File: config.mk
export PLATFORM = sky130hd
export DESIGN_NAME = ex_stage
export DESIGN_NICKNAME = d
export VERILOG_FILES = /design/src/hilo_pkg.sv /design/src/alu.sv /design/src/div.sv /design/src/ex_stage.sv /design/src/hilo_reg.sv /design/src/mul.sv
export VERILOG_INCLUDE_DIRS = /design/src /design/src/include
export SDC_FILE = /design/constraint.sdc
export NUM_CORES = 2
export LEC_CHECK = 0
export BUFFER_PORTS_ARGS = -buffer_cell sky130_fd_sc_hd__buf_2
export CORE_AREA = 8 8 487 537
export CTS_CLUSTER_SIZE = 40
export DETAILED_ROUTE_END_ITERATION = 8
export DIE_AREA = 0 0 495 545
export PLACE_DENSITY = 0.42
export SETUP_SLACK_MARGIN = 0.5
export SYNTH_ARGS = -nofsm -noshare
export SYNTH_HDL_FRONTEND = slang
export SYNTH_HIERARCHICAL = 1
export SYNTH_SLANG_ARGS = --single-unit
File: constraint.sdc
create_clock -name clk -period 15 [get_ports clk]
set_clock_uncertainty 0.1 [all_clocks]
set_input_delay 3.75 -clock clk [delete_from_list [all_inputs] [get_ports clk]]
set_output_delay 3.75 -clock clk [all_outputs]
set_load 0.02 [all_outputs]
File: src/include/alu_defs.svh
`ifndef ALU_DEFS_SVH
`define ALU_DEFS_SVH

// word width and divider iteration count
`define DATA_W    32
`define DIV_STEPS 32

//////////////////////////////////////////////////////////////
// 5-bit alu control codes
//////////////////////////////////////////////////////////////
`define ALU_NOP_CONTROL   5'b00000 // passes src_a through
`define ALU_AND_CONTROL   5'b00001
`define ALU_OR_CONTROL    5'b00010
`define ALU_NOR_CONTROL   5'b00011
`define ALU_XOR_CONTROL   5'b00100
`define ALU_ADD_CONTROL   5'b00101 // traps on signed overflow
`define ALU_ADDU_CONTROL  5'b00110
`define ALU_SUB_CONTROL   5'b00111 // traps on signed overflow
`define ALU_SUBU_CONTROL  5'b01000
`define ALU_SLT_CONTROL   5'b01001
`define ALU_SLTU_CONTROL  5'b01010
`define ALU_SLLV_CONTROL  5'b01011 // shift by src_a[4:0]
`define ALU_SRLV_CONTROL  5'b01100
`define ALU_SRAV_CONTROL  5'b01101
`define ALU_SLL_CONTROL   5'b01110 // shift by sa
`define ALU_SRL_CONTROL   5'b01111
`define ALU_SRA_CONTROL   5'b10000
`define ALU_LUI_CONTROL   5'b10001
`define ALU_MULT_CONTROL  5'b10010
`define ALU_MULTU_CONTROL 5'b10011
`define ALU_DIV_CONTROL   5'b10100
`define ALU_DIVU_CONTROL  5'b10101
`define ALU_MTHI_CONTROL  5'b10110
`define ALU_MTLO_CONTROL  5'b10111

`endif

File: src/hilo_pkg.sv
`default_nettype none
`include "alu_defs.svh"

package hilo_pkg;

    // one 64-bit word, read either as a full product or as two halves
    typedef union packed {
        logic [2*`DATA_W-1:0] prod;   // mult / multu
        struct packed {
            logic [`DATA_W-1:0] hi;   // remainder after a divide
            logic [`DATA_W-1:0] lo;   // quotient after a divide
        } half;
    } hilo_word_u;

endpackage

`default_nettype wire

File: src/alu.sv
`timescale 1ns/1ps
`default_nettype none
`include "alu_defs.svh"

module alu import hilo_pkg::*; (
    input  logic               clk,
    input  logic               rst_n,
    input  logic               flush,
    input  logic [`DATA_W-1:0] src_a,
    input  logic [`DATA_W-1:0] src_b,
    input  logic [4:0]         sa,
    input  logic [4:0]         alu_control,
    input  hilo_word_u         hilo,
    output logic [`DATA_W-1:0] alu_out,
    output logic               overflow,
    output logic               div_stall,
    output logic               hilo_wen,
    output hilo_word_u         hilo_next
);

    logic                 carry_bit;   // extra sign bit of the 33-bit add/sub
    logic                 mul_op;
    logic                 mul_signed;
    logic                 div_op;
    logic                 div_signed;
    logic                 mt_op;
    logic                 div_start;
    logic                 div_ready;
    logic [2*`DATA_W-1:0] product;
    hilo_word_u           div_result;

    //////////////////////////////////////////////////////////////
    // single-cycle ops
    //////////////////////////////////////////////////////////////
    always_comb begin
        carry_bit = 1'b0;
        case (alu_control)
            `ALU_NOP_CONTROL:  alu_out = src_a;
            `ALU_AND_CONTROL:  alu_out = src_a & src_b;
            `ALU_OR_CONTROL:   alu_out = src_a | src_b;
            `ALU_NOR_CONTROL:  alu_out = ~(src_a | src_b);
            `ALU_XOR_CONTROL:  alu_out = src_a ^ src_b;

            `ALU_ADD_CONTROL:  {carry_bit, alu_out} = {src_a[`DATA_W-1], src_a}
                                                    + {src_b[`DATA_W-1], src_b};
            `ALU_ADDU_CONTROL: alu_out = src_a + src_b;
            `ALU_SUB_CONTROL:  {carry_bit, alu_out} = {src_a[`DATA_W-1], src_a}
                                                    - {src_b[`DATA_W-1], src_b};
            `ALU_SUBU_CONTROL: alu_out = src_a - src_b;

            `ALU_SLT_CONTROL:  alu_out = {{(`DATA_W-1){1'b0}}, $signed(src_a) < $signed(src_b)};
            `ALU_SLTU_CONTROL: alu_out = {{(`DATA_W-1){1'b0}}, src_a < src_b};

            // variable shifts take the amount from src_a
            `ALU_SLLV_CONTROL: alu_out = src_b << src_a[4:0];
            `ALU_SRLV_CONTROL: alu_out = src_b >> src_a[4:0];
            `ALU_SRAV_CONTROL: alu_out = $signed(src_b) >>> src_a[4:0];

            `ALU_SLL_CONTROL:  alu_out = src_b << sa;
            `ALU_SRL_CONTROL:  alu_out = src_b >> sa;
            `ALU_SRA_CONTROL:  alu_out = $signed(src_b) >>> sa;

            `ALU_LUI_CONTROL:  alu_out = {src_b[15:0], 16'b0};
            default:           alu_out = '0;  // hi/lo ops
        endcase
    end

    // sign extension bit disagrees with the result sign
    assign overflow = ((alu_control == `ALU_ADD_CONTROL) || (alu_control == `ALU_SUB_CONTROL))
                    & (carry_bit ^ alu_out[`DATA_W-1]);

    //////////////////////////////////////////////////////////////
    // multiply / divide / move-to
    //////////////////////////////////////////////////////////////
    assign mul_signed = (alu_control == `ALU_MULT_CONTROL);
    assign mul_op     = mul_signed | (alu_control == `ALU_MULTU_CONTROL);
    assign div_signed = (alu_control == `ALU_DIV_CONTROL);
    assign div_op     = div_signed | (alu_control == `ALU_DIVU_CONTROL);
    assign mt_op      = (alu_control == `ALU_MTHI_CONTROL) | (alu_control == `ALU_MTLO_CONTROL);

    assign div_start  = div_op & ~div_ready;
    assign div_stall  = div_start & ~flush;  // flush drops the stall at once

    mul u_mul (
        .src_a      (src_a),
        .src_b      (src_b),
        .signed_mul (mul_signed),
        .product    (product)
    );

    div u_div (
        .clk        (clk),
        .rst_n      (rst_n),
        .flush      (flush),
        .start      (div_start),
        .signed_div (div_signed),
        .dividend   (src_a),
        .divisor    (src_b),
        .ready      (div_ready),
        .result     (div_result)
    );

    always_comb begin
        hilo_next = hilo;                     // move-to keeps the other half
        if (mul_op) begin
            hilo_next.prod = product;
        end else if (div_op) begin
            hilo_next = div_result;
        end else if (alu_control == `ALU_MTHI_CONTROL) begin
            hilo_next.half.hi = src_a;
        end else if (alu_control == `ALU_MTLO_CONTROL) begin
            hilo_next.half.lo = src_a;
        end
    end

    assign hilo_wen = mul_op | mt_op | (div_ready & ~flush);

endmodule

`default_nettype wire

File: src/div.sv
`timescale 1ns/1ps
`default_nettype none
`include "alu_defs.svh"

module div import hilo_pkg::*; (
    input  logic               clk,
    input  logic               rst_n,
    input  logic               flush,
    input  logic               start,
    input  logic               signed_div,
    input  logic [`DATA_W-1:0] dividend,
    input  logic [`DATA_W-1:0] divisor,
    output logic               ready,
    output hilo_word_u         result
);

    localparam logic [1:0] S_IDLE = 2'd0;
    localparam logic [1:0] S_BUSY = 2'd1;
    localparam logic [1:0] S_DONE = 2'd2;
    localparam int         CNT_W  = $clog2(`DIV_STEPS + 1);

    logic [1:0]           state;
    logic [CNT_W-1:0]     cnt;

    logic [2*`DATA_W:0]   work;      // {partial remainder, dividend / quotient bits}
    logic [`DATA_W-1:0]   dsr;       // divisor magnitude
    logic                 neg_quot;
    logic                 neg_rem;

    logic [`DATA_W-1:0]   abs_dvd;
    logic [`DATA_W-1:0]   abs_dsr;
    logic [2*`DATA_W:0]   shifted;
    logic [`DATA_W:0]     diff;
    logic [`DATA_W-1:0]   rem_mag;
    logic [`DATA_W-1:0]   quot_mag;

    //////////////////////////////////////////////////////////////
    // operand conditioning and one restoring step
    //////////////////////////////////////////////////////////////
    always_comb begin
        abs_dvd = (signed_div && dividend[`DATA_W-1]) ? -dividend : dividend;
        abs_dsr = (signed_div && divisor[`DATA_W-1]) ? -divisor : divisor;

        shifted = {work[2*`DATA_W-1:0], 1'b0};
        diff    = shifted[2*`DATA_W:`DATA_W] - {1'b0, dsr}; // top bit set means borrow
    end

    //////////////////////////////////////////////////////////////
    // control fsm
    //////////////////////////////////////////////////////////////
    always_ff @(posedge clk) begin
        if (!rst_n) begin
            state <= S_IDLE;
            cnt   <= '0;
        end else if (flush) begin
            state <= S_IDLE;            // abandon without a ready pulse
            cnt   <= '0;
        end else begin
            case (state)
                S_IDLE: begin
                    if (start) begin
                        state <= S_BUSY;
                        cnt   <= '0;
                    end
                end
                S_BUSY: begin
                    cnt <= cnt + 1'b1;
                    if (cnt == CNT_W'(`DIV_STEPS - 1)) begin
                        state <= S_DONE;
                    end
                end
                S_DONE:  state <= S_IDLE;  // result taken this cycle
                default: state <= S_IDLE;
            endcase
        end
    end

    // datapath follows the fsm state
    always_ff @(posedge clk) begin
        if (state == S_IDLE && start) begin
            work     <= {{(`DATA_W+1){1'b0}}, abs_dvd};
            dsr      <= abs_dsr;
            neg_quot <= signed_div & (dividend[`DATA_W-1] ^ divisor[`DATA_W-1]);
            neg_rem  <= signed_div & dividend[`DATA_W-1]; // follows the dividend
        end else if (state == S_BUSY) begin
            if (diff[`DATA_W]) begin
                work <= shifted;                                   // restore
            end else begin
                work <= {diff, shifted[`DATA_W-1:1], 1'b1};
            end
        end
    end

    //////////////////////////////////////////////////////////////
    // signed fix-up and result
    //////////////////////////////////////////////////////////////
    assign rem_mag  = work[2*`DATA_W-1:`DATA_W];
    assign quot_mag = work[`DATA_W-1:0];
    assign ready    = (state == S_DONE);

    always_comb begin
        result.half.hi = neg_rem  ? -rem_mag  : rem_mag;
        result.half.lo = neg_quot ? -quot_mag : quot_mag;
    end

endmodule

`default_nettype wire

File: src/ex_stage.sv
`timescale 1ns/1ps
`default_nettype none
`include "alu_defs.svh"

module ex_stage import hilo_pkg::*; (
    input  logic               clk,
    input  logic               rst_n,
    input  logic               flush,
    input  logic [`DATA_W-1:0] src_a,
    input  logic [`DATA_W-1:0] src_b,
    input  logic [4:0]         sa,
    input  logic [4:0]         alu_control,
    output logic [`DATA_W-1:0] alu_out,
    output logic               overflow,
    output logic               div_stall,
    output hilo_word_u         hilo
);

    logic       hilo_wen;
    hilo_word_u hilo_next;

    //////////////////////////////////////////////////////////////
    // arithmetic unit
    //////////////////////////////////////////////////////////////
    alu u_alu (
        .clk         (clk),
        .rst_n       (rst_n),
        .flush       (flush),
        .src_a       (src_a),
        .src_b       (src_b),
        .sa          (sa),
        .alu_control (alu_control),
        .hilo        (hilo),       // current value for move-to merge
        .alu_out     (alu_out),
        .overflow    (overflow),
        .div_stall   (div_stall),
        .hilo_wen    (hilo_wen),
        .hilo_next   (hilo_next)
    );

    // hi/lo register
    hilo_reg u_hilo_reg (
        .clk   (clk),
        .rst_n (rst_n),
        .wen   (hilo_wen),
        .d     (hilo_next),
        .q     (hilo)
    );

endmodule

`default_nettype wire

File: src/hilo_reg.sv
`timescale 1ns/1ps
`default_nettype none

module hilo_reg import hilo_pkg::*; (
    input  logic       clk,
    input  logic       rst_n,
    input  logic       wen,
    input  hilo_word_u d,
    output hilo_word_u q
);

    //////////////////////////////////////////////////////////////
    // architectural hi/lo state
    //////////////////////////////////////////////////////////////
    always_ff @(posedge clk) begin
        if (!rst_n) begin
            q <= '0;
        end else if (wen) begin
            q <= d;            // mult, div or move-to
        end
    end

endmodule

`default_nettype wire

File: src/mul.sv
`timescale 1ns/1ps
`default_nettype none
`include "alu_defs.svh"

module mul (
    input  logic [`DATA_W-1:0]   src_a,
    input  logic [`DATA_W-1:0]   src_b,
    input  logic                 signed_mul,
    output logic [2*`DATA_W-1:0] product
);

    logic [2*`DATA_W-1:0] ext_a;
    logic [2*`DATA_W-1:0] ext_b;

    // sign bits only replicate for mult
    assign ext_a = {{`DATA_W{signed_mul & src_a[`DATA_W-1]}}, src_a};
    assign ext_b = {{`DATA_W{signed_mul & src_b[`DATA_W-1]}}, src_b};

    // low 64 bits of the extended product are exact for both forms
    assign product = ext_a * ext_b;

endmodule

`default_nettype wire

==> results.yml <==
yosys:
  yosys.area.top_type: "fa_1"
  syn_avg_cell_area_um2: 8.50
  synth_top_area_share_pct: 36.0
  synth_async_sr_flop_share_pct: 0
  netlist_area_um2: 62800
  synth_flop_cell: "dfxtp_1"
  ys_seq_elements: 170
  yosysWarnings: 6
  syn_nets: 8944
  synth-edff-count: 66
  synth_cell_types: 126
  ys_seq_area_share_pct: 6.47
  synth_cells: 7388
  synth_area_leaders: "fa_1, inv_1, ha_1"
global_routing:
  grt_pass1_vias: 56800
  overflow: 0
  grt_pass1_wl_mm: 404
  grt_antenna_before_repair: 29
  track_usage_pct: 20.0
  grt_max_degree: 70
status:
  status: "complete, no violations"
setup_path:
  path_class: "primary input to flip-flop"
  crit_required_ns: 15.30
  rrSetupSlack_ns: 10.85
  r2r_cells: 12
  cp_max_fo: 13
  r2r_start: "u_alu/u_div/work[31]"
  cp-start-kind: "primary input"
  timing.rr.end: "u_alu/u_div/work[63]"
  slowest_delay_ns: 1.16
  crit_slowest_cell: "fa_1"
  crit_arrival_ns: 13.84
  crit_path_frequent_cell: "fa_1"
  crit_path_end_kind: "flip-flop"
layout:
  fillCellCount: 27400
  layout.nets: 8838
  syn2layout_area_growth_pct: 8.03
  regArea_um2: 4060
  final_common_cell: "inv_1"
  layout_common_cells: "inv_1, fa_1, nand2_1"
  drive_gt1_share_pct: 7.65
  multi_input_area_um2: 52200
floorplanning:
  die_h_um: 545
  die_x_um: 495
  pin_count: 175
  dieArea_um2: 270000
  coreArea_um2: 252000
  rows: 194
  initial_core_util_pct: 24.9
routing:
  drc: 0
  vias_per_cell: 5.05
  finalWirelength_mm: 277
  vias: 53700
  ant_nets: 0
  first_pass_iters: 8
  drt_first_iter_violations: 4108
  wl_per_cell_um: 26.1
placement:
  hpwl_mm: 216
  gp_congestion: 0.936
  numPortBuffers: 174
clock_network:
  cts_buffer_depth: 2
  cts_hold_buf: 0
  worstSkewPairLatency_ns: 0.47
  cts-buffers-inserted: 17
  cts_tree: "done"
  htreeDepth: 4
  postCtsSetupBuffers: 0
  cts_resized: 0
  path_clk_slew_ns: 0.08
  cts_root_buf: "clkbuf_16"
  numClockSinks: 170
timing:
  worst_slew_pin_slew_ns: 1.36
  drv_slew: 0
  totalNegativeSetupSlack_ns: 0
  finalHoldViolations: 0
  rsz0062_at_grt: "no"
  fin_crit_ns: 13.54
  slew_headroom_pct: 9.23
  fmax_mhz: 73.9
  finalSetupViolations: 0
  finalCritPeriodShare_pct: 90.3
worst_hold_path:
  min_path_cells: 2
  holdPathEnd: "u_alu/u_div/cnt[1]"
  hold_class: "flip-flop to flip-flop"
  min-delay-start: "u_alu/u_div/cnt[1]"
flow_run:
  cap_violations: 0
final cells by class:
| cell class | count | area share [%] |
|---|---|---|
| flip-flops and latches | 170 | 5.99 |
| repair buffers | 344 | 3.22 |
| multi-input cells | 5506 | 76.9 |
| inverters | 1243 | 6.88 |
| clock buffers | 17 | 0.627 |
| clock inverters | 15 | 0.190 |
| well taps | 3332 | 6.15 |
| diodes | 10 | 0.0369 |
metal layers:
layer,up-vias,share of wire (%),GRT usage (%)
met1,28100,44,27.1
met4,8,3.5,6.56
met2,1845,47,33.2
met3,330,5.5,2.38
met5,-,0.017,0
li1,23500,-,-
critical path, delay by kind of cell:
family	cells	cell delay (ns)
multiplexers	1	0.10
AND/OR/NAND/NOR	10	1.74
AO/OA/AOI/OAI	7	1.57
buffers and inverters	7	1.41
adder cells (fa/ha/maj)	9	5.28
cell families (layout without fill, tap and decap cells):
kind of cell	count (synthesis)	after routing	synth area share (%)
compound gates	1164	1164	12.2
xor+xnor	241	241	3.36
fa+ha+maj	1479	1479	43.0
buf+inv	1712	1619	10.6
flops	170	170	6.47
mux	380	380	7.48
other cells	0	10	0
simple gates	2242	2242	16.9
worst max-delay path by stage:
| stage | start | end | cells past startpoint |
|---|---|---|---|
| floorplan | alu_control[0] | u_hilo_reg/q[61] | 38 |
| global placement | alu_control[3] | u_hilo_reg/q[61] | 34 |
| detailed placement | alu_control[3] | u_hilo_reg/q[61] | 34 |
| CTS | alu_control[3] | u_hilo_reg/q[61] | 34 |
| global route | alu_control[3] | u_hilo_reg/q[61] | 34 |
| finish | alu_control[3] | u_hilo_reg/q[61] | 34 |
Yosys cell counts (60+ instances only):
| cell type | count |
|---|---|
| clkbuf_1 | 383 |
| ha_1 | 351 |
| xor2_1 | 73 |
| o21ai_0 | 276 |
| a21oi_1 | 311 |
| edfxtp_1 | 66 |
| a211oi_1 | 64 |
| mux2i_1 | 286 |
| dfxtp_1 | 104 |
| fa_1 | 1128 |
| nand2_1 | 1090 |
| xnor2_1 | 168 |
| and2_1 | 373 |
| inv_1 | 1238 |
| nor2b_1 | 90 |
| nor2_1 | 298 |
| nor3_1 | 60 |
| nand3_1 | 86 |
state kept, by name, summed over array words and instances (netlist names):
register,flops
u_alu/u_div/cnt,6
u_alu/u_div/dsr,32
u_alu/u_div/neg_quot,1
u_alu/u_div/neg_rem,1
u_alu/u_div/state,2
u_alu/u_div/work,64
u_hilo_reg/q,64
stage by stage:
step / cell area (um^2) / util (%) / hold slack [ns] / setup WS, ns / instances
after detailed placement: 67300 / 26.6 / 0.387 / 1.09 / 10600
after global placement: 67300 / 26.6 / 0.382 / 1.05 / 10600
after global routing: 67800 / 26.9 / 0.424 / 0.984 / 10600
final: 67800 / 26.9 / 0.394 / 1.46 / 10600
after CTS: 67800 / 26.9 / 0.397 / 1.55 / 10600
after floorplan: 62800 / - / 0.365 / 2.10 / 7388
Power is left out: the tool's default activity adds up to more than one toggle a clock period on the data nets, which glitch-free logic cannot reach.
